===== src/ti_mem_cfg.svh =====
// widths, memory map tags, reset delay and wait-state count for the memory subsystem
`ifndef TI_MEM_CFG_SVH
`define TI_MEM_CFG_SVH

// ==============================
// bus widths
// ==============================
`define TI_WADDR_W 23   // cpu word address, A0 is not a byte select
`define TI_HADDR_W 32   // host side address
`define TI_PAD_AW  9    // 512 words per lane
`define TI_LANES   2    // lane 0 low byte, lane 1 high byte

// ==============================
// timing
// ==============================

// reset counter width, top bit releases the system
`define TI_RESET_DELAY_BITS 24

// wait states held on an external access when no done arrives
`define TI_WAIT_CYCLES 100

// ==============================
// host address tags
// ==============================
`define TI_CTRL_TAG 8'hFF   // top byte, cpu control register
`define TI_RAM_TAG  4'h0    // top nibble, bootloader ram window

`endif

===== src/ti_mem_pkg.sv =====
// shared typedefs, region enum and bus structs for the memory subsystem
`default_nettype none

`include "ti_mem_cfg.svh"

package ti_mem_pkg;

  // plain vectors with a meaning
  typedef logic [`TI_WADDR_W-1:0]   word_addr_t;  // cpu word address
  typedef logic [`TI_HADDR_W-1:0]   host_addr_t;  // host address
  typedef logic [7:0]               byte_t;
  typedef logic [`TI_LANES*8-1:0]   word_t;       // one byte per lane
  typedef logic [`TI_PAD_AW-1:0]    pad_addr_t;   // scratchpad lane index

  // cpu memory bus, strobes active low except as
  typedef struct packed {
    word_addr_t addr;
    logic       oe_n;   // read
    logic       we_n;   // write
    logic       lb_n;   // low byte enable
    logic       ub_n;   // high byte enable
    logic       as;     // address strobe, one cycle
    word_t      wdata;
  } cpu_bus_t;

  // where a cpu access lands
  typedef enum logic [1:0] {
    REG_NONE = 2'd0,    // unmapped, reads zero
    REG_PAD  = 2'd1,    // on-chip scratchpad
    REG_EXT  = 2'd2     // external memory
  } region_t;

  // bootloader side of the host bridge
  typedef struct packed {
    host_addr_t addr;
    byte_t      wdata;
    logic       read_rq;    // held until read ack
    logic       write_rq;   // held until write ack
  } boot_req_t;

endpackage

`default_nettype wire


===== src/region_decode.sv =====
// region_decode: cpu memory map and scratchpad byte-lane write enables
`timescale 1ns/1ps
`default_nettype none

`include "ti_mem_cfg.svh"

module region_decode
  import ti_mem_pkg::*;
(
  input  cpu_bus_t             i_cpu,
  output region_t              o_region,
  output logic [`TI_LANES-1:0] o_lane_we,   // bit 0 low byte
  output pad_addr_t            o_pad_addr
);

  word_addr_t           a;
  logic                 pad_sel;
  logic                 rom_sel;
  logic                 grom_sel;
  logic                 exp_sel;
  logic                 hi_sel;
  logic                 ext_sel;
  logic [`TI_LANES-1:0] be_n;

  assign a = i_cpu.addr;   // word address, byte address is a*2

  // ==============================
  // memory map
  // ==============================
  assign pad_sel  = (a[22:9]  == 14'd32);        // 1K at byte 08000
  assign rom_sel  = (a[22:12] == 11'd0);         // console rom at 0
  assign grom_sel = (a[22:15] == 8'd1)           // grom space 10000..1FFFF
                 || (a[22:15] == 8'd3);          // 30000..3FFFF
  assign exp_sel  = (a[22:12] == 11'd1)          // 2000..3FFF
                 || (a[22:12] == 11'd5)          // A000..BFFF
                 || (a[22:13] == 10'd3);         // C000..FFFF
  assign hi_sel   = (a[22:20] == 3'b001)         // cartridge area
                 || (a[22:20] == 3'b010)
                 || (a[22:19] == 4'b0001);       // paged memory
  assign ext_sel  = rom_sel || grom_sel || exp_sel || hi_sel;

  always_comb
  begin
    if (pad_sel)
      o_region = REG_PAD;
    else if (ext_sel)
      o_region = REG_EXT;
    else
      o_region = REG_NONE;   // e.g. dsr window at 04000
  end

  // per-lane enables, both active low on the bus
  assign be_n      = {i_cpu.ub_n, i_cpu.lb_n};
  assign o_lane_we = (pad_sel && !i_cpu.we_n) ? ~be_n : '0;
  assign o_pad_addr = a[`TI_PAD_AW-1:0];

endmodule

`default_nettype wire


===== config.mk =====
export PLATFORM = sky130hd
export DESIGN_NAME = region_decode
export DESIGN_NICKNAME = d
export VERILOG_FILES = /design/src/ti_mem_pkg.sv /design/src/region_decode.sv
export VERILOG_INCLUDE_DIRS = /design/src /design/src/src
export SDC_FILE = /design/constraint.sdc
export NUM_CORES = 1
export LEC_CHECK = 0
export ABC_CLOCK_PERIOD_IN_PS = 2400
export BUFFER_PORTS_ARGS = -buffer_cell sky130_fd_sc_hd__buf_2
export CAP_MARGIN = 20
export CORE_AREA = 2 2 39 41
export DETAILED_ROUTE_END_ITERATION = 6
export DIE_AREA = 0 0 41 43
export GPL_ROUTABILITY_DRIVEN = 1
export PLACE_DENSITY = 0.71
export REMOVE_ABC_BUFFERS = 1
export SLEW_MARGIN = 20
export SYNTH_ARGS = -nofsm -noshare
export SYNTH_HDL_FRONTEND = slang
export SYNTH_SLANG_ARGS = --single-unit

===== constraint.sdc =====
create_clock -name vclk -period 2.4
set_input_delay 0.24 -clock vclk [all_inputs]
set_output_delay 0.24 -clock vclk [all_outputs]
set_load 0.02 [all_outputs]

==> run metrics, run 1 <==
max-slew violation count=0; Max Freq=647 MHz; Via Count=around 230; Die Y=between 40 and 50 µm; share of the yosys chip area belonging to registers=0%; initial core utilization=a little over an eighth; PortBufs=21; total iterations of the first detailed-routing run=1; Flop pwr share=0%; chip width=~41 µm; global routing usage summed across all routing layers=under 10%; unrepaired setup endpoints after global routing=false; initial antenna violation count=0; measured slew at the worst slew-check pin=between 0.3 and 0.4 ns; Relative slew margins=78.2%; Power Total=0.0276 mW; final estimated routing congestion in global placement=0.483; area of all placed cells without fillers=238 µm²; largest net degree at the start of global routing=5; num sequential=0; Hold Violations, Final=0; grt met2 use=around an eighth; unique cell type count in the Yosys netlist=12; final wirelength=between 600 and 700 µm; Internal Pwr Total=between 0.01 and 0.015 mW; power per cell area=roughly 120 mW/mm²; standard cell core area=0.00138 mm²; combined flip-flop and latch cell area=0 µm²; layer with the highest usage after global routing=met2; met3 layer usage reported by global route=8.90%; layout overhead on the synthesized area=26.7%; routed vias/inst=roughly 4.3; Total Negative Setup Slacks=0 ns; fraction of final layout cells sized beyond drive strength 1=roughly 63%; cts-stage hold buffer count=0; largest voltage drop on the vdd net=~16 µV; part of the power in combinational logic=between 90% and 100%; total placed cells including tap cells=54; I/O pin cnt=57; worst setup path class=in -> out; combined area of the multi-input logic cells=113 µm²; switching share of total power=a little under half; startpoint class of the critical path=primary input; post-DR wirelength/cell=approximately 11 µm; clock power share=0%; post-cts gate resize count=0; number of buffers inserted by post-CTS setup repair=0; status=finished clean; Worst Hold Path EP=o_pad_addr[1]; remaining antenna violation count after routing=0; arrival time of data at the critical path endpoint=1.31 ns; row cnt=14; overall die area=between 0.0015 and 0.002 mm²; final number of setup-violating endpoints=0; total grt overflow=0; Placed Area=238 µm²; count of cells along the worst hold path=0; net total in the final layout=between 80 and 90; Min-Delay Path Class=in -> out; critical path fanouts, max=3; DRC violation count after routing=0; antenna diode count=0; HP Start=i_cpu[22]; Switching Power=about 0.013 mW; capturing element type of the critical path=primary output; first-pass GRT wire length=883 µm; synthesized cell area=about 190 µm²; Post-DP HPWL=around 560 µm; synthesized area per cell=6.95 µm²; Data required, critical path=2.16 ns; first-iteration detailed-routing DRC count=0; Yosys Warn Count=0; count of max-cap constraint violations=0; Pleak=0.111 nW; met1 Track Usage GR=4.43%; post-synthesis instance total=27; minimum clock period=between 1.5 and 2 ns; number of filler cells placed in the layout=164; number of cells in the finished layout apart from fillers=54; Clock buffer cells=0; vias in the first global route=230; fraction of the cycle the final worst path needs=between 60% and 70%
[how the worst max path moves through the flow]
stage | startpoint | to | slack (ns) | cells after the start
after global routing | i_cpu[31] | o_lane_we[0] | 0.73 | 5
after detailed placement | i_cpu[31] | o_lane_we[0] | 0.85 | 5
after CTS | i_cpu[31] | o_lane_we[0] | 0.84 | 5
after global placement | i_cpu[31] | o_lane_we[0] | 0.84 | 5
final | i_cpu[31] | o_lane_we[0] | 0.85 | 5
after floorplan | i_cpu[31] | o_lane_we[0] | 0.78 | 3
[critical path, stage by stage]
cell and delay [ns]:
sky130_fd_sc_hd__buf_2 0.09, sky130_fd_sc_hd__nor4_1 0.34, sky130_fd_sc_hd__nand2_2 0.12, sky130_fd_sc_hd__nor4_1 0.29
sky130_fd_sc_hd__buf_2 0.21
[layout by cell type, fill, tap and decap left out]
cell                       instances
sky130_fd_sc_hd__nand2_1           2
sky130_fd_sc_hd__nand2_2           1
sky130_fd_sc_hd__nand3b_1          1
sky130_fd_sc_hd__buf_2            21
sky130_fd_sc_hd__nor4b_2           1
sky130_fd_sc_hd__nand2b_1          1
sky130_fd_sc_hd__o41ai_1           1
sky130_fd_sc_hd__nor2_1            3
sky130_fd_sc_hd__nor4_2            1
sky130_fd_sc_hd__nor4_1            3
sky130_fd_sc_hd__a21oi_1           2
sky130_fd_sc_hd__or3b_1            1
[final cells by class]
cell class / count / area share [%]
timing repair buffer: 21 / 44.2
multi-input combinational: 17 / 47.4
tap: 16 / 8.42
[routing by layer]
metal  routed length (µm)  share of wire [%]
met5                    0                  0
met4                    0                  0
met3                  203                 33
met2                  270                 44
met1                  142                 23
[cells by family (layout without fill, tap and decap cells)]
| kind of cell | Yosys count | after routing | share of synthesized area, % |
|---|---|---|---|
| AO/OA/AOI/OAI | 3 | 3 | 10.0 |
| buffers and inverters | 10 | 21 | 40.0 |
| AND/OR/NAND/NOR | 14 | 14 | 50.0 |
[power by group through the flow]
| stage | sequential [mW] | combinational, mW | clock [mW] |
|---|---|---|---|
| after floorplan | 0 | 0.00962 | 0 |
| final | 0 | 0.0276 | 0 |
| after CTS | 0 | 0.0282 | 0 |
| after global placement | 0 | 0.0274 | 0 |
| after global routing | 0 | 0.0313 | 0 |
| after detailed placement | 0 | 0.0281 | 0 |
[per-stage QoR]
step | utilization, % | hold slack (ns) | worst slack [ns]
floorplan | - | 0.480 | 0.781
global placement | 17.2 | 0.480 | 0.843
detailed placement | 17.2 | 0.480 | 0.851
CTS | 17.2 | 0.480 | 0.842
global route | 17.2 | 0.480 | 0.726
finish | 17.2 | 0.480 | 0.854
[Yosys cell counts]
| cell type | n | area share, % |
|---|---|---|
| sky130_fd_sc_hd__buf_4 | 10 | 40 |
| sky130_fd_sc_hd__nor4_1 | 3 | 10 |
| sky130_fd_sc_hd__nand3b_1 | 1 | 4.0 |
| sky130_fd_sc_hd__a21oi_1 | 2 | 5.3 |
| sky130_fd_sc_hd__nor4_2 | 1 | 6.7 |
| sky130_fd_sc_hd__nand2b_1 | 1 | 3.3 |
| sky130_fd_sc_hd__nand2_1 | 2 | 4.0 |
| sky130_fd_sc_hd__nand2_2 | 1 | 3.3 |
| sky130_fd_sc_hd__o41ai_1 | 1 | 4.7 |
| sky130_fd_sc_hd__nor4b_2 | 1 | 8.0 |
| sky130_fd_sc_hd__nor2_1 | 3 | 6.0 |
| sky130_fd_sc_hd__or3b_1 | 1 | 4.7 |
Power figures use the tool's default switching activity.
==> inputs of run 2 (changes only) <==
- ABC_AREA: default -> 1
- ABC_CLOCK_PERIOD_IN_PS: 2400 -> 1550
- PLACE_DENSITY: 0.71 -> 0.77
- clock period: 2.4 -> 1.55 ns (I/O delays scaled with it)
==> run 2 against run 1 <==
  * Total power rose by 110%
  * Global-route usage rose by 1.7 points
  * Worst setup slack got worse by 0.36 ns
  * Synthesized cell count rose by 89%
  * Combinational power rose by 110%
  * Via count rose by 42%
  * Die area did not move
  * Flip-flop and latch count did not move
  * Non-clock buffer count did not move
  * Critical path type unchanged
  * Largest cell class unchanged
  * Largest power group unchanged
==> run metrics, run 2 <==
status=finished clean; I/O pin cnt=57; final number of setup-violating endpoints=0; top cells by count, synth=sky130_fd_sc_hd__nor2_1 (15), sky130_fd_sc_hd__buf_4 (10), sky130_fd_sc_hd__nand2_1 (7); Yosys Warn Count=0; number of filler cells placed in the layout=between 150 and 200; Switching Power=a little over 0.03 mW; Power Total=about 0.058 mW; Synth area leaders=sky130_fd_sc_hd__buf_4 (29%), sky130_fd_sc_hd__nor2_1 (21%), sky130_fd_sc_hd__nor2_2 (12%), sky130_fd_sc_hd__nand2_1 (10%), sky130_fd_sc_hd__nand3_1 (7.6%); final wirelength=about 800 µm; worst setup path class=in -> out; Pleak=~0.17 nW; number of buffers inserted by post-CTS setup repair=0; Via Count=roughly 330; largest voltage drop on the vdd net=between 20 and 30 µV; largest net degree at the start of global routing=5; vias in the first global route=300; Yosys top cell by area=sky130_fd_sc_hd__buf_4; Max Freq=946 MHz; arrival time of data at the critical path endpoint=0.90 ns; buffer and inverter count on the worst path=2; cts-stage hold buffer count=0; startpoint class of the critical path=primary input; peak per-stage delay on the critical path=~0.15 ns; sequence of cells on the critical path=buf_2, nor2_4, nand3_1, nor2_1, nor2_1, nand2_1, buf_2; Clock buffer cells=0; Critical Path Source=i_cpu[43]; part of the power in combinational logic=100.0%; overall die area=0.00176 mm²; unique cell type count in the Yosys netlist=11; post-cts gate resize count=0; worst-case setup slack after placement=between 0.4 and 0.5 ns; routed vias/inst=4.21; slowest cell on the critical path=sky130_fd_sc_hd__buf_2; first-pass GRT wire length=1080 µm; Hold Violations, Final=0; measured slew at the worst slew-check pin=0.156 ns; critical path fanouts, max=4; chip width=a little over 40 µm; share of the yosys chip area belonging to registers=0%; switching share of total power=a little over half; commonest non-fill, non-tap cell in the layout=sky130_fd_sc_hd__buf_2; row cnt=14; Die Y=around 43 µm; max-slew violation count=0; Internal Pwr Total=between 0.02 and 0.03 mW; post-DR wirelength/cell=approximately 10 µm; global routing usage summed across all routing layers=between 8 and 9%; HP Start=i_cpu[29]; total grt overflow=0; Setup WS post-layout=0.493 ns; commonest non-fill, non-tap cells in the layout=sky130_fd_sc_hd__buf_2 (21), sky130_fd_sc_hd__nor2_1 (15), sky130_fd_sc_hd__nand2_1 (7); capturing element type of the critical path=primary output; family with the most delay on the worst path=simple AND/OR/NAND/NOR gates; Relative slew margins=around nine tenths; layout overhead on the synthesized area=19.0%; total iterations of the first detailed-routing run=2; Min-Delay Path Class=in -> out; Post-DP HPWL=roughly 730 µm; net total in the final layout=about 110; Data required, critical path=around 1.4 ns; initial core utilization=between 10% and 20%; power per cell area=about 180 mW/mm²; PortBufs=21; unrepaired setup endpoints after global routing=false; post-synthesis instance total=a little over 50; synthesized cell area=roughly 260 µm²; combined flip-flop and latch cell area=0 µm²; Total Negative Setup Slacks=0 ns; clock power share=0%; proportion of netlist area held by the largest area contributor=between 20% and 30%; Flop pwr share=0%; first-iteration detailed-routing DRC count=1; most frequent cell after synthesis=sky130_fd_sc_hd__nor2_1; fraction of final layout cells sized beyond drive strength 1=about 47%; final core utilization=a little under a quarter; final estimated routing congestion in global placement=slightly below 0.6; num sequential=0; antenna diode count=0; count of max-cap constraint violations=0; initial antenna violation count=0; fraction of the cycle the final worst path needs=a little under 70%; synthesized area per cell=roughly 5.2 µm²; remaining antenna violation count after routing=0; standard cell core area=0.00138 mm²; DRC violation count after routing=0; minimum clock period=1.06 ns
-- run 2: cell types whose count changed after synthesis, moves of 3 or more --
cell	before	now
sky130_fd_sc_hd__nand2_1	2	7
sky130_fd_sc_hd__inv_1	0	5
sky130_fd_sc_hd__nor2_2	0	5
sky130_fd_sc_hd__nor2_1	3	15
sky130_fd_sc_hd__nand3_1	0	4
sky130_fd_sc_hd__nor4_1	3	0
-- run 2: final timing paths --
path / endpoint / slack, ns / cells past startpoint
setup / recovery: o_region[1] / 0.49 / 7
hold / removal: o_pad_addr[8] / 0.31 / 0
-- run 2: kinds of logic after synthesis --
group                  after synthesis  synth area share (%)
buffers and inverters               16                  37.1
and+or+nand+nor                     34                  61.0
AOI/OAI and AO/OA                    1                  1.90
-- run 2: stage by stage --
step	hold WS (ns)	cell area [µm²]	instances
after floorplan	0.310	188	41
after global placement	0.310	313	78
after detailed placement	0.310	313	78
after CTS	0.310	313	78
after global routing	0.310	313	78
final	0.310	313	78
-- run 2: final cells by class --
| type | count | area [µm²] | share of cell area (%) |
|---|---|---|---|
| repair buffers | 21 | 105 | 33.6 |
| well taps | 16 | 20.0 | 6.40 |
| multi-input cells | 35 | 165 | 52.8 |
| inverters | 6 | 22.5 | 7.20 |
-- run 2: metal layers --
layer,vias to the layer above,GRT usage (%),share of wire [%]
met2,28,17.2,47
li1,166,-,-
met5,-,16.7,4.0
met3,2,7.85,23
met4,2,0,0
met1,130,3.80,26
-- run 2: power groups by stage --
stage | clock (mW) | sequential (mW) | combinational [mW]
floorplan | 0 | 0 | 0.0245
global placement | 0 | 0 | 0.0560
detailed placement | 0 | 0 | 0.0580
CTS | 0 | 0 | 0.0582
global route | 0 | 0 | 0.0646
finish | 0 | 0 | 0.0575
==> inputs of run 3 (changes only) <==
- ABC_AREA: 1 -> 0
- ABC_CLOCK_PERIOD_IN_PS: 1550 -> 1000
- PLACE_DENSITY: 0.77 -> 0.71
- clock period: 1.55 -> 1 ns (I/O delays scaled with it)
==> run 3 against run 2 <==
  * The run now ends with setup timing left
  * Sequential share of layout area unchanged
  * Final cell count down 28%
  * Total power up 57%
  * First-iteration DRC count stayed put
  * Worst setup slack lost 0.65 ns
  * Die area unchanged
  * Count of clock-buffer cells in the layout did not move
  * Combinational power rose by 57%
  * Hold slack got worse by 0.11 ns
  * Non-clock buffer count is 2 higher
==> run metrics, run 3 (synthesized netlist as in run 1, its figures left out) <==
status=complete, but fails checks; failing checks=setup timing; final estimated routing congestion in global placement=0.472; largest net degree at the start of global routing=5; Die Y=43 µm; fraction of the cycle the final worst path needs=115%; grt met2 use=a little under an eighth; Internal Pwr Total=~0.051 mW; cts-stage hold buffer count=0; HP Start=i_cpu[22]; Relative slew margins=81.3%; final wirelength=between 600 and 700 µm; Switching Power=0.0392 mW; count of max-cap constraint violations=0; initial antenna violation count=0; final number of setup-violating endpoints=4; met1 Track Usage GR=a little over 4%; Data required, critical path=about 0.90 ns; Via Count=244; worst setup path class=in -> out; DRC violation count after routing=0; num sequential=0; Power Total=approximately 0.090 mW; global routing usage summed across all routing layers=~6.7%; Min-Delay Path Class=in -> out; number of buffers inserted by post-CTS setup repair=0; total grt overflow=0; largest voltage drop on the vdd net=34.5 µV; critical path fanouts, max=4; standard cell core area=about 0.0014 mm²; first-iteration detailed-routing DRC count=1; number of filler cells placed in the layout=around 160; remaining antenna violation count after routing=0; net total in the final layout=86; fraction of final layout cells sized beyond drive strength 1=between 70% and 80%; Setup WS post-layout=-0.155 ns; PortBufs=21; Critical Path Source=i_cpu[33]; switching share of total power=43.3%; Pleak=approximately 0.14 nW; startpoint class of the critical path=primary input; I/O pin cnt=57; commonest non-fill, non-tap cells in the layout=sky130_fd_sc_hd__buf_2 (17), sky130_fd_sc_hd__buf_4 (4), sky130_fd_sc_hd__nor2_1 (3); commonest non-fill, non-tap cell in the layout=sky130_fd_sc_hd__buf_2; combined flip-flop and latch cell area=0 µm²; chip width=a little over 40 µm; max-slew violation count=0; power per cell area=between 200 and 300 mW/mm²; vias in the first global route=219; Max Freq=866 MHz; first-pass GRT wire length=about 860 µm; Hold Violations, Final=0; Flop pwr share=0%; measured slew at the worst slew-check pin=0.278 ns; routed vias/inst=4.36; capturing element type of the critical path=primary output; antenna diode count=0; overall die area=between 0.0015 and 0.002 mm²; layer with the highest usage after global routing=met2; layout overhead on the synthesized area=61.3%; clock power share=0%; met3 layer usage reported by global route=under 10%; part of the power in combinational logic=100.0%; area of all placed cells without fillers=303 µm²; Placed Area=about 250 µm²; row cnt=14; Clock buffer cells=0; post-DR wirelength/cell=~12 µm; total iterations of the first detailed-routing run=2; arrival time of data at the critical path endpoint=1.05 ns; Min Hold Slack=approximately 0.20 ns; minimum clock period=1.15 ns; unrepaired setup endpoints after global routing=true; worst-case setup slack after placement=-0.218 ns; Total Negative Setup Slacks=-0.474 ns; initial core utilization=a little over an eighth
## run 3: cell types whose count changed in the layout (fill, tap and decap cells not counted), sizes merged, moves of 2 or more
cell and delta:
nand3 -5, nand2 -4, nor2 -18, nor4 +4
inv -6, buf +2
## run 3: layout make-up
class                           count  area, µm²  share of cell area (%)
Tap cell                           16       20.0                    6.61
Multi-Input combinational cell     17        145                    47.9
Timing Repair Buffer               23        138                    45.5
## run 3: what timing repair did
action                     CTS  global route
resized for setup            5             4
setup endpoints to repair    4             4
pin swaps                    7             3
## run 3: power groups by stage
| stage | sequential, mW | combinational (mW) | clock [mW] |
|---|---|---|---|
| after global placement | 0 | 0.0727 | 0 |
| after floorplan | 0 | 0.0231 | 0 |
| after global routing | 0 | 0.0978 | 0 |
| final | 0 | 0.0905 | 0 |
| after CTS | 0 | 0.0858 | 0 |
| after detailed placement | 0 | 0.0732 | 0 |
## run 3: critical path, stage by stage
cell and delay (ns):
sky130_fd_sc_hd__buf_6 0.09, sky130_fd_sc_hd__or3b_4 0.42, sky130_fd_sc_hd__nor4b_4 0.26, sky130_fd_sc_hd__buf_4 0.18
## run 3: through the flow
step,cells,utilization [%]
floorplan,17,-
global placement,56,18.3
detailed placement,56,18.3
CTS,56,20.2
global route,56,21.9
finish,56,21.9
## run 3: routing by layer
| metal | up-vias | wire (µm) |
|---|---|---|
| li1 | 116 | - |
| met1 | 101 | 161 |
| met2 | 27 | 319 |
| met3 | 0 | 207 |
| met4 | 0 | 0 |
| met5 | - | 0 |
## run 3: final timing paths
kind | endpoint | slack (ns) | cells past startpoint
max | o_region[0] | -0.15 | 4
min | o_pad_addr[1] | 0.20 | 0
