File: src/ti_mem_cfg.svh
// widths, memory map tags, reset delay and wait-state count for the memory subsystem
`ifndef TI_MEM_CFG_SVH
`define TI_MEM_CFG_SVH

// ==============================
// bus widths
// ==============================
`define TI_WADDR_W 23   // cpu word address, A0 is not a byte select
`define TI_HADDR_W 32   // host side address
`define TI_PAD_AW  9    // 512 words per lane
`define TI_LANES   2    // lane 0 low byte, lane 1 high byte

// ==============================
// timing
// ==============================

// reset counter width, top bit releases the system
`define TI_RESET_DELAY_BITS 24

// wait states held on an external access when no done arrives
`define TI_WAIT_CYCLES 100

// ==============================
// host address tags
// ==============================
`define TI_CTRL_TAG 8'hFF   // top byte, cpu control register
`define TI_RAM_TAG  4'h0    // top nibble, bootloader ram window

`endif
File: src/ti_mem_pkg.sv
// shared typedefs, region enum and bus structs for the memory subsystem
`default_nettype none

`include "ti_mem_cfg.svh"

package ti_mem_pkg;

  // plain vectors with a meaning
  typedef logic [`TI_WADDR_W-1:0]   word_addr_t;  // cpu word address
  typedef logic [`TI_HADDR_W-1:0]   host_addr_t;  // host address
  typedef logic [7:0]               byte_t;
  typedef logic [`TI_LANES*8-1:0]   word_t;       // one byte per lane
  typedef logic [`TI_PAD_AW-1:0]    pad_addr_t;   // scratchpad lane index

  // cpu memory bus, strobes active low except as
  typedef struct packed {
    word_addr_t addr;
    logic       oe_n;   // read
    logic       we_n;   // write
    logic       lb_n;   // low byte enable
    logic       ub_n;   // high byte enable
    logic       as;     // address strobe, one cycle
    word_t      wdata;
  } cpu_bus_t;

  // where a cpu access lands
  typedef enum logic [1:0] {
    REG_NONE = 2'd0,    // unmapped, reads zero
    REG_PAD  = 2'd1,    // on-chip scratchpad
    REG_EXT  = 2'd2     // external memory
  } region_t;

  // bootloader side of the host bridge
  typedef struct packed {
    host_addr_t addr;
    byte_t      wdata;
    logic       read_rq;    // held until read ack
    logic       write_rq;   // held until write ack
  } boot_req_t;

endpackage

`default_nettype wire

File: src/host_bridge.sv
// host_bridge: host strobe decode, cpu control register, bootloader request/ack
`timescale 1ns/1ps
`default_nettype none

`include "ti_mem_cfg.svh"

module host_bridge
  import ti_mem_pkg::*;
(
  input  logic       clk,
  input  logic       i_rst,
  input  logic       i_host_rd,          // single-cycle strobes
  input  logic       i_host_wr,
  input  host_addr_t i_host_addr,
  input  byte_t      i_host_wdata,
  input  logic       i_boot_read_ack,
  input  logic       i_boot_write_ack,
  input  byte_t      i_boot_rdata,
  output byte_t      o_cpu_ctrl,
  output byte_t      o_host_rdata,
  output boot_req_t  o_boot
);

  logic       ctrl_acc;    // top byte tag
  logic       ram_acc;     // top nibble tag
  host_addr_t boot_addr;
  byte_t      boot_wdata;
  logic       read_rq;
  logic       write_rq;

  assign ctrl_acc = (i_host_addr[`TI_HADDR_W-1 -: 8] == `TI_CTRL_TAG);
  assign ram_acc  = (i_host_addr[`TI_HADDR_W-1 -: 4] == `TI_RAM_TAG);

  // ==============================
  // control register
  // ==============================
  always_ff @(posedge clk)
  begin
    if (i_rst)
      o_cpu_ctrl <= '0;
    else if (i_host_wr && ctrl_acc)
      o_cpu_ctrl <= i_host_wdata;    // reads of the tag do nothing
  end

  // ==============================
  // bootloader requests
  // ==============================

  // address and payload, no reset
  always_ff @(posedge clk)
  begin
    if ((i_host_rd || i_host_wr) && ram_acc)
      boot_addr <= i_host_addr;
    if (!i_boot_write_ack && i_host_wr && ram_acc)
      boot_wdata <= i_host_wdata;    // ack wins, same as the request
    if (i_boot_read_ack)
      o_host_rdata <= i_boot_rdata;  // captured on the ack edge
  end

  // request levels, ack beats a fresh strobe
  always_ff @(posedge clk)
  begin
    if (i_rst)
    begin
      read_rq  <= 1'b0;
      write_rq <= 1'b0;
    end
    else
    begin
      if (i_boot_read_ack)
        read_rq <= 1'b0;
      else if (i_host_rd && ram_acc)
        read_rq <= 1'b1;

      if (i_boot_write_ack)
        write_rq <= 1'b0;
      else if (i_host_wr && ram_acc)
        write_rq <= 1'b1;
    end
  end

  assign o_boot = '{addr: boot_addr, wdata: boot_wdata,
                    read_rq: read_rq, write_rq: write_rq};

  // host must wait for the ack before raising the same request again
  a_rd_no_overlap: assert property (@(posedge clk) disable iff (i_rst)
    (read_rq && !i_boot_read_ack) |-> !(i_host_rd && ram_acc));
  a_wr_no_overlap: assert property (@(posedge clk) disable iff (i_rst)
    (write_rq && !i_boot_write_ack) |-> !(i_host_wr && ram_acc));

endmodule

`default_nettype wire

File: config.mk
export PLATFORM = sky130hd
export DESIGN_NAME = host_bridge
export DESIGN_NICKNAME = d
export VERILOG_FILES = /design/src/ti_mem_pkg.sv /design/src/host_bridge.sv
export VERILOG_INCLUDE_DIRS = /design/src /design/src/src
export SDC_FILE = /design/constraint.sdc
export NUM_CORES = 1
export LEC_CHECK = 0
export BUFFER_PORTS_ARGS = -buffer_cell sky130_fd_sc_hd__buf_2
export CORE_AREA = 2 2 84 86
export DETAILED_ROUTE_END_ITERATION = 10
export DIE_AREA = 0 0 86 88
export HOLD_SLACK_MARGIN = 0.08
export PLACE_DENSITY = 0.62
export SLEW_MARGIN = 20
export SYNTH_ARGS = -nofsm -noshare
export SYNTH_HDL_FRONTEND = slang
export SYNTH_SLANG_ARGS = --single-unit
File: constraint.sdc
create_clock -name clk -period 2.86 [get_ports clk]
set_input_delay 0 -clock clk [delete_from_list [all_inputs] [get_ports clk]]
set_output_delay 0 -clock clk [all_outputs]
set_load 0.005 [all_outputs]
==> key figures, run 1 <==
Route
  • Violation count after the first detailed-route iteration: 36
  • First-pass detailed-route iteration total: 4
  • Routed length per instance: 13.9 µm
  • Routed via count: 1,454
  • Vias per cell: just over 4
  • ANT nets after route: 0
  • Wirelength, routed: ~5000 µm
  • DRC violations left: 0

Timing
  • Setup slack after layout: 1.14 ns
  • RSZ-0062 raised after global routing: false
  • Total Negative Setup Slacks: 0 ns
  • Final Max Tran Viols: 0
  • Shortest period the worst path allows: around 1.7 ns
  • Relative slew slack: 58.9%
  • Final clock skew: 0 ns
  • Setup Viol. Count Final: 0
  • Fmax: 582 MHz
  • Final count of hold timing violations: 0
  • Worst-margin pin slew: around 0.61 ns
  • Period utilisation layout: 60.1%

Clocking
  • Number of sinks on the clock net: 58
  • Clock Path Buffers: 2
  • Htree depth: 3
  • CTS root buffer: clkbuf_8
  • Number of cells upsized or downsized after cts: 0
  • TritonCTS clock tree: done
  • Post-CTS Setup Inserts: 0
  • Clk_lat worst skew: 0.32 ns
  • Number of clock buffers inserted by TritonCTS: 9
  • Post-CTS Hold Buffers: 54
  • Clock transition at the registers of the reported paths: 0.06 ns

Global route
  • Maximum number of pins on one net before global-route repair: 33
  • Global-route wire length before repair: 7380 µm
  • Number of global-route vias before repair: 1,491
  • Number of antenna violations at the first check in global routing: 0
  • Remaining Overflow, GRT: 0
  • GRT Util Overall: approximately an eighth

Setup path
  • Crit path max fanout: 8
  • Setup slack of the most critical reg-to-reg path: 1.70 ns
  • Data arrival at the endpoint of the critical path: 1.67 ns
  • Critical-path top delay cell: dlygate4sd3_1
  • Worst path required time: 2.81 ns
  • Launching instance or port of the critical path: i_host_addr[31]
  • Element type at the critical path end: flop
  • Worst Setup EP: boot_wdata[3]
  • Category of the critical setup timing path: primary input to flop
  • Beginning of the worst register-to-register path: read_rq
  • Peak per-stage delay on the critical path: 0.53 ns
  • Worst r2r path cells: 3
  • Crit path cell chain: dlygate4sd3_1 -> buf_2 -> nor4_2 -> nand2_1 -> nor2_1
  • Critical Path Source Type: primary input
  • Destination of the worst register-to-register timing path: read_rq

Yosys
  • Largest family of logic cells by synthesized area: simple AND/OR/NAND/NOR gates
  • Adder-cell share of the synthesized area: 0%
  • Yosys warning count: 0
  • Synth Net Count: about 150
  • Xor/xnor cell area share of the yosys netlist: 0%
  • Count of cell types in the netlist: 14
  • Count of state elements after synthesis: 58
  • Proportion of synthesized area in mux cells: a little over 4%
  • Number of standard cells after synthesis: 98
  • Post-Synthesis Mean Instance Area: between 15 and 20 µm²
  • Combined area of all synthesized cells: 1930 µm²
  • Portion of the post-synthesis area used by sequential elements: 85.3%
  • Fraction of the mapped netlist area in simple logic gates: 9.10%
  • Compound-Gate Fraction of Synth Area: 0.520%

Floorplan
  • Area inside the core boundary: 6640 µm²
  • Full die area: 7570 µm²
  • I/O pin count: around 110
  • Die Height: approximately 88 µm
  • Row Count: 30
  • Die extent in x: 86 µm
  • Initial Util: 29.0%

Power and ir drop
  • Power density over the cells: between 500 and 600 nW/µm²
  • Standby leakage power: 1.37 nW
  • Worst vdd ir: 0.000170 V

Finish
  • Fraction of final layout cells sized beyond drive strength 1: 45.8%
  • Antenna fix cells: 0
  • Area occupied by multi-input gates: approximately 270 µm²
  • Seq. cell area: 1640 µm²
  • Filler cells: about 570
  • Area growth from synthesis to layout: 69.5%
  • Total Nets Final: 326

Placed design
  • Setup slack after placement: ~1.3 ns
  • Detailed Place HPWL: 3050 µm
  • Port Buffer Count: 111
  • Final GP Congestion: 0.699

Status
  • Status: finished clean

Hold path
  • Hold Path Class: primary input to flop

Run
  • Max_cap viols: 0
==> metal layers <==
layer,GRT usage (%),part of all wire (%),up-vias
met3,4.90,9.9,10
met4,8.37,2.4,0
li1,-,-,709
met5,0,0,-
met1,14.7,40,661
met2,21.6,48,74
==> registers in the layout (all words and copies together), names as in the netlist <==
| name | count |
|---|---|
| boot_addr | 32 |
| read_rq | 1 |
| write_rq | 1 |
| o_host_rdata | 8 |
| o_cpu_ctrl | 8 |
| boot_wdata | 8 |
==> through the flow <==
stage | power, mW | instance area [µm²] | std cells | hold slack [ns] | util, %
6_report | 1.70 | 3260 | 357 | 0.182 | 49.1
4_1_cts | 1.72 | 3260 | 357 | 0.191 | 49.1
3_5_place_dp | 1.06 | 2570 | 287 | 0.179 | 38.7
2_1_floorplan | 0.989 | 1930 | 98 | 0.0768 | -
5_1_grt | 1.77 | 3260 | 357 | 0.197 | 49.1
3_3_place_gp | 1.06 | 2570 | 287 | 0.177 | 38.7
==> power breakdown <==
group	internal [mW]	total [mW]	leakage, nW	switching (mW)
clock	0.307	0.593	0.0816	0.286
combinational	0.0953	0.151	0.768	0.0557
sequential	0.945	0.951	0.522	0.00658
==> layout by cell type, fill, tap and decap left out <==
master / netlist / layout
nand2_1: 4 / 4
dlygate4sd3_1: 0 / 54
nor2_1: 1 / 1
dfxtp_1: 10 / 10
clkbuf_8: 0 / 9
nand3_1: 1 / 1
nor4_2: 1 / 1
edfxtp_1: 48 / 48
buf_4: 2 / 1
nand4_2: 1 / 1
nor3_1: 2 / 2
buf_2: 0 / 111
a21oi_1: 2 / 2
clkinv_1: 0 / 1
nor3_4: 1 / 1
clkinv_2: 0 / 3
nand2b_1: 16 / 16
clkbuf_1: 1 / 3
mux2i_1: 8 / 8
==> cells by family (layout without fill, tap and decap cells) <==
kind of cell	count (synthesis)	count (layout)
AO/OA/AOI/OAI	2	2
buffers and inverters	3	182
flip-flops	58	58
multiplexers	8	8
AND/OR/NAND/NOR	27	27
==> synthesized netlist by cell type <==
cell type / instances / share of area [%]
nor2_1: 1 / 0.19
a21oi_1: 2 / 0.52
nor4_2: 1 / 0.65
mux2i_1: 8 / 4.2
edfxtp_1: 48 / 75
buf_4: 2 / 0.78
clkbuf_1: 1 / 0.19
nand4_2: 1 / 0.65
dfxtp_1: 10 / 10
nor3_4: 1 / 0.84
nand2_1: 4 / 0.78
nor3_1: 2 / 0.52
nand2b_1: 16 / 5.2
nand3_1: 1 / 0.26
==> area by class of cell <==
type                       instances  area share [%]
sequential                        58            50.3
clock buffer                      12            4.14
tap                               80            3.07
clock inverter                     4           0.575
multi-input combinational         37            8.13
timing repair buffer             166            33.8
==> worst max-delay path: cells and delay by family <==
kind	cells	cell delay (ns)
and+or+nand+nor	3	1.00
buffers and inverters	2	0.67
==> how the worst min path moves through the flow <==
stage	cells after the start	start	slack (ns)	end
2_1_floorplan	1	i_boot_write_ack	0.08	write_rq
3_3_place_gp	1	i_boot_rdata[2]	0.18	o_host_rdata[2]
3_5_place_dp	1	i_boot_rdata[1]	0.18	o_host_rdata[1]
4_1_cts	4	i_host_wr	0.19	o_cpu_ctrl[2]
5_1_grt	4	i_host_wr	0.20	o_cpu_ctrl[1]
6_report	4	i_host_wr	0.18	o_cpu_ctrl[2]
Power figures use the tool's default switching activity.
==> inputs of run 2 (changes only) <==
==> constraint.sdc (replaced) <==
create_clock -name clk -period 1.6 [get_ports clk]
set_input_delay 0 -clock clk [delete_from_list [all_inputs] [get_ports clk]]
set_output_delay 0 -clock clk [all_outputs]
set_load 0.005 [all_outputs]
==> key figures, run 2 (synthesis results as in run 1) <==
Global route
  • Number of global-route vias before repair: 1,468 (-1.5%)
  • Most Crowded Layer GR: met2
  • GR Util met2: 21.8% (+0.14 points)
  • Number of antenna violations at the first check in global routing: 0 (unchanged)
  • Global-route track usage on met3: 5.37% (+0.47 points)
  • Remaining Overflow, GRT: 0 (unchanged)
  • Met1 track utilization from global routing: 14.5% (-0.23 points)
  • GRT Util Overall: 13.1% (-0.14 points)
  • Global-route wire length before repair: 7210 µm (-2.3%)
  • Maximum number of pins on one net before global-route repair: 33 (unchanged)

Timing
  • Total Negative Setup Slacks: 0 ns (unchanged)
  • Worst hold-check slack: 0.383 ns (+0.201 ns)
  • Setup slack after layout: 0.0586 ns (-1.08 ns)
  • Setup Viol. Count Final: 0 (unchanged)
  • Final clock skew: 0 ns (unchanged)
  • Fmax: roughly 650 MHz
  • Period utilisation layout: a little over nine tenths
  • Worst-margin pin slew: 0.539 ns (-0.0762 ns)
  • Shortest period the worst path allows: 1.54 ns
  • Final count of hold timing violations: 0 (unchanged)
  • Relative slew slack: 64.0% (+5.1 points)
  • Final Max Tran Viols: 0 (unchanged)

Finish
  • Register with the highest flop count: boot_addr
  • Final standard cell utilization of the core: 50.8% (+1.7 points)
  • Area growth from synthesis to layout: 75.4%
  • Filler cells: 541 (-5.7%)
  • Total Nets Final: 327 (+0.31%)
  • Antenna fix cells: 0 (unchanged)
  • Flip-flop count of the largest register after layout: 32 (unchanged)
  • Commonest non-fill, non-tap cell in the layout: buf_2
  • Fraction of final layout cells sized beyond drive strength 1: 47.8% (+2.0 points)
  • Non-filler instance count after layout: 358 (+0.28%)
  • Most frequent cells in the layout: buf_2, dlygate4sd3_1, edfxtp_1, nand2b_1, dfxtp_1

Setup path
  • Worst path required time: 1.62 ns (-1.19 ns)
  • Destination of the worst register-to-register timing path: write_rq
  • Setup slack of the most critical reg-to-reg path: 0.99 ns (-0.71 ns)
  • Critical Path Source Type: primary input
  • Launching instance or port of the critical path: i_host_addr[28]
  • Beginning of the worst register-to-register path: write_rq
  • Crit path max fanout: 32 (+24)
  • Category of the critical setup timing path: primary input to flop
  • Worst Setup EP: boot_addr[19]
  • Data arrival at the endpoint of the critical path: 1.56 ns (-0.11 ns)
  • Worst r2r path cells: 2 (-1)
  • Element type at the critical path end: flop

Placed design
  • Setup slack after placement: 0.317 ns (-1.02 ns)
  • Final GP Congestion: 0.709 (+1.4%)
  • Port Buffer Count: 111 (unchanged)
  • Placed Cells incl. Taps: 288 (+0.35%)
  • Detailed Place HPWL: 3130 µm (+2.5%)

Clocking
  • Number of clock buffers inserted by TritonCTS: 9 (unchanged)
  • TritonCTS clock tree: done
  • Number of sinks on the clock net: 58 (unchanged)
  • Htree depth: 3 (unchanged)
  • Clk_lat worst skew: 0.32 ns (about the same)
  • Clock transition at the registers of the reported paths: 0.07 ns (about the same)
  • CTS root buffer: clkbuf_8
  • Clock Path Buffers: 2 (unchanged)

Route
  • First-pass detailed-route iteration total: 4 (unchanged)
  • DRC violations left: 0 (unchanged)
  • Routed via count: 1,431 (-1.6%)
  • Wirelength, routed: 4980 µm (about the same)
  • Vias per cell: 4.00 (-1.9%)
  • Violation count after the first detailed-route iteration: 32 (-11%)
  • ANT nets after route: 0 (unchanged)
  • Routed length per instance: 13.9 µm (-0.24%)

Floorplan
  • Initial Util: 29.0% (unchanged)
  • I/O pin count: 112 (unchanged)
  • Full die area: 7570 µm² (unchanged)
  • Area inside the core boundary: 6640 µm² (unchanged)
  • Row Count: 30 (unchanged)
  • Die Height: 88 µm (unchanged)
  • Die extent in x: 86 µm (unchanged)

Power and ir drop
  • Standby leakage power: 1.41 nW (+3.1%)
  • Worst vdd ir: 0.000630 V (+270%)
  • Power density over the cells: 1050 nW/µm² (+100%)

Hold path
  • Hold Path Class: primary input to flop

Run
  • Max_cap viols: 0 (unchanged)

Status
  • Status: finished clean
==> run 2: power by group <==
part	switching [mW]	internal [mW]	total, mW
registers	0.0104	1.69	1.70
logic	0.104	0.175	0.280
clock network	0.546	1.02	1.56
total	0.660	2.88	3.54
==> run 2: worst min-delay path by stage <==
stage	endpoint	cells after the start	start	slack [ns]
floorplan	write_rq	1	i_boot_write_ack	0.08
global placement	boot_addr[12]	1	i_host_addr[12]	0.18
detailed placement	o_host_rdata[4]	1	i_boot_rdata[4]	0.18
CTS	o_cpu_ctrl[7]	4	i_host_wr	0.19
global route	boot_addr[21]	2	i_host_addr[21]	0.36
finish	boot_addr[21]	2	i_host_addr[21]	0.38
==> run 2: cell type report <==
class	instances	area (µm²)	area share, %
clock inverter	7	108	3.19
tap	80	100	2.96
clock buffer	9	124	3.67
timing repair buffer	167	1120	33.2
multi-input combinational	37	283	8.37
sequential	58	1640	48.6
==> run 2: repair_timing <==
action / in CTS / in global routing
setup endpoints to repair: 0 / 1
endpoints found under the hold margin: 66 / 1
setup buffers: 0 / 1
hold buffers: 53 / 1
resized for setup: 0 / 3
==> run 2: worst max-delay path, cell delays in order <==
cell and delay (ns):
dlygate4sd3_1 0.53, buf_2 0.15, nor4_4 0.35, buf_4 0.17, nand2_1 0.04, nand2_1 0.10, buf_12 0.21
==> run 2: routing by layer <==
layer	vias to the layer above	wire length [µm]
met5	-	0
met1	643	2040
met4	0	76
met3	6	466
met2	68	2400
li1	714	-
==> run 2: through the flow <==
step                      cell area [µm²]  total power [mW]
after floorplan                      1930              1.77
after global placement               2590              1.90
after detailed placement             2590              1.90
after CTS                            3350              3.57
after global routing                 3380              3.69
final                                3380              3.54
==> inputs of run 3 (changes only) <==
--- a/config.mk
+++ b/config.mk
@@ -11,7 +11,7 @@
 export DETAILED_ROUTE_END_ITERATION = 10
 export DIE_AREA = 0 0 86 88
 export HOLD_SLACK_MARGIN = 0.08
-export PLACE_DENSITY = 0.62
+export PLACE_DENSITY = 0.58
 export SLEW_MARGIN = 20
 export SYNTH_ARGS = -nofsm -noshare
 export SYNTH_HDL_FRONTEND = slang
==> key figures, run 3 (synthesis results as in run 1) <==
Status
  • Status: finished clean

Setup path
  • CP dominant cell by count: dlygate4sd3_1
  • Data arrival at the endpoint of the critical path: 1.85 ns (+0.29 ns)
  • Critical Path Source Type: primary input
  • Crit path max fanout: 4 (-88%)
  • Crit path cell chain: dlygate4sd3_1 -> buf_2 -> nor4_4 -> a21oi_2 -> nor3_2 -> dlygate4sd3_1
  • Category of the critical setup timing path: primary input to flop
  • Element type at the critical path end: flop
  • Critical-path top delay cell: dlygate4sd3_1
  • Peak per-stage delay on the critical path: 0.56 ns (+0.03 ns)
  • Worst path required time: 1.88 ns (+0.26 ns)

Finish
  • Commonest non-fill, non-tap cell in the layout: buf_2
  • Flip-flop count of the largest register after layout: 32 (unchanged)
  • Register with the highest flop count: boot_addr
  • Total Nets Final: 328 (+0.31%)
  • Antenna fix cells: 0 (unchanged)
  • Final standard cell utilization of the core: 50.8% (unchanged)
  • Non-Filler Cell Area, Final: 3380 µm² (unchanged)
  • Fraction of final layout cells sized beyond drive strength 1: 48.7% (+0.90 points)
  • Area growth from synthesis to layout: 75.4% (unchanged)
  • Most frequent cells in the layout: buf_2, dlygate4sd3_1, edfxtp_1, nand2b_1, dfxtp_1

Timing
  • Setup Viol. Count Final: 0 (unchanged)
  • Total Negative Setup Slacks: 0 ns (unchanged)
  • Period utilisation layout: 98.6% (+2.2 points)
  • Shortest period the worst path allows: 1.58 ns (+0.0359 ns)
  • RSZ-0062 raised after global routing: true
  • Final count of hold timing violations: 0 (unchanged)
  • Relative slew slack: 62.0% (-1.9 points)
  • Worst-margin pin slew: 0.568 ns (+0.0291 ns)
  • Final clock skew: 0 ns (unchanged)
  • Fmax: 634 MHz (-2.3%)
  • Worst hold-check slack: 0.198 ns (-0.185 ns)
  • Final Max Tran Viols: 0 (unchanged)

Floorplan
  • Full die area: 7570 µm² (unchanged)
  • Area inside the core boundary: 6640 µm² (unchanged)
  • Row Count: 30 (unchanged)
  • Die Height: 88 µm (unchanged)
  • Initial Util: 29.0% (unchanged)
  • Die extent in x: 86 µm (unchanged)
  • I/O pin count: 112 (unchanged)

Power and ir drop
  • Reg power frac: 49.5% (+1.5 points)
  • Worst vdd ir: 0.000549 V (-13%)
  • Total power draw: 3.43 mW (-3.1%)
  • Cell Int Power: 2.73 mW (-5.1%)
  • Logic pwr share: 8.1% (+0.2 points)
  • P_sw: 697 µW (+5.5%)
  • Standby leakage power: 1.41 nW (about the same)
  • Switching Fraction: 20.3% (+1.7 points)
  • Clock network power share: 42.4% (-1.7 points)
  • Power density over the cells: 1020 nW/µm² (-3.1%)

Route
  • DRC violations left: 0 (unchanged)
  • ANT nets after route: 0 (unchanged)
  • Routed via count: 1,492 (+4.3%)
  • Violation count after the first detailed-route iteration: 33 (+3.1%)
  • Vias per cell: 4.16 (+4.0%)
  • First-pass detailed-route iteration total: 4 (unchanged)
  • Wirelength, routed: 4980 µm (unchanged)
  • Routed length per instance: 13.9 µm (-0.28%)

Global route
  • Maximum number of pins on one net before global-route repair: 33 (unchanged)
  • Global-route wire length before repair: 7550 µm (+4.7%)
  • Number of antenna violations at the first check in global routing: 0 (unchanged)
  • Number of global-route vias before repair: 1,565 (+6.6%)
  • Remaining Overflow, GRT: 0 (unchanged)
  • GRT Util Overall: 13.6% (+0.48 points)

Clocking
  • Number of sinks on the clock net: 58 (unchanged)
  • Number of clock buffers inserted by TritonCTS: 9 (unchanged)
  • Clk_lat worst skew: 0.33 ns (about the same)
  • Htree depth: 3 (unchanged)
  • Clock transition at the registers of the reported paths: 0.07 ns (about the same)
  • CTS root buffer: clkbuf_8
  • Clock Path Buffers: 2 (unchanged)
  • Post-CTS Setup Inserts: 0 (unchanged)
  • TritonCTS clock tree: done

Placed design
  • Detailed Place HPWL: 3130 µm (+0.11%)
  • Instance area after placement: 2600 µm² (+0.29%)
  • Port Buffer Count: 111 (unchanged)
  • Final GP Congestion: 0.732 (+3.2%)

Hold path
  • Hold Path Class: primary input to flop

Run
  • Max_cap viols: 0 (unchanged)
-- run 3: critical path, delay by kind of cell --
kind / cells / cell delay (ns)
AO/OA/AOI/OAI: 1 / 0.10
buffers and inverters: 3 / 1.25
AND/OR/NAND/NOR: 2 / 0.50
-- run 3: repair_timing --
item | in CTS | in global routing
hold buffers | 54 | 0
gates resized for setup | 0 | 4
hold endpoints to repair | 66 | 0
endpoints found under the setup margin | 0 | 2
-- run 3: worst paths after layout --
check	from	end	slack (ns)	cells after the start
max	i_host_addr[28]	write_rq	0.02	6
min	i_host_wr	o_cpu_ctrl[3]	0.20	4
max reg2reg	write_rq	write_rq	0.44	3
min reg2reg	o_cpu_ctrl[3]	o_cpu_ctrl[3]	0.47	2
-- run 3: cell type report --
| type | instances | area [µm²] |
|---|---|---|
| Fill cell | 552 | 3270 |
| Sequential cell | 58 | 1640 |
| Timing Repair Buffer | 168 | 1130 |
| Multi-Input combinational cell | 37 | 287 |
| Clock buffer | 9 | 124 |
| Tap cell | 80 | 100 |
| Clock inverter | 7 | 93.8 |
-- run 3: power by group through the flow --
stage / clock [mW] / combinational [mW] / sequential (mW)
after detailed placement: 0 / 0.173 / 1.73
after global placement: 0 / 0.172 / 1.73
final: 1.45 / 0.279 / 1.70
after floorplan: 0 / 0.0269 / 1.74
after CTS: 1.51 / 0.272 / 1.70
after global routing: 1.57 / 0.303 / 1.70
-- run 3: per-stage QoR --
stage                     worst slack (ns)  std cells
after floorplan                     0.0303         98
after global placement               0.336        289
after detailed placement             0.309        289
after CTS                           0.0324        359
after global routing               -0.0138        359
final                               0.0227        359
-- run 3: per-layer routing --
layer	GRT usage (%)	vias up	share of wire, %
li1	-	715	-
met1	16.1	675	43
met2	21.8	92	44
met3	5.00	10	11
met4	6.93	0	2.2
met5	0	-	0
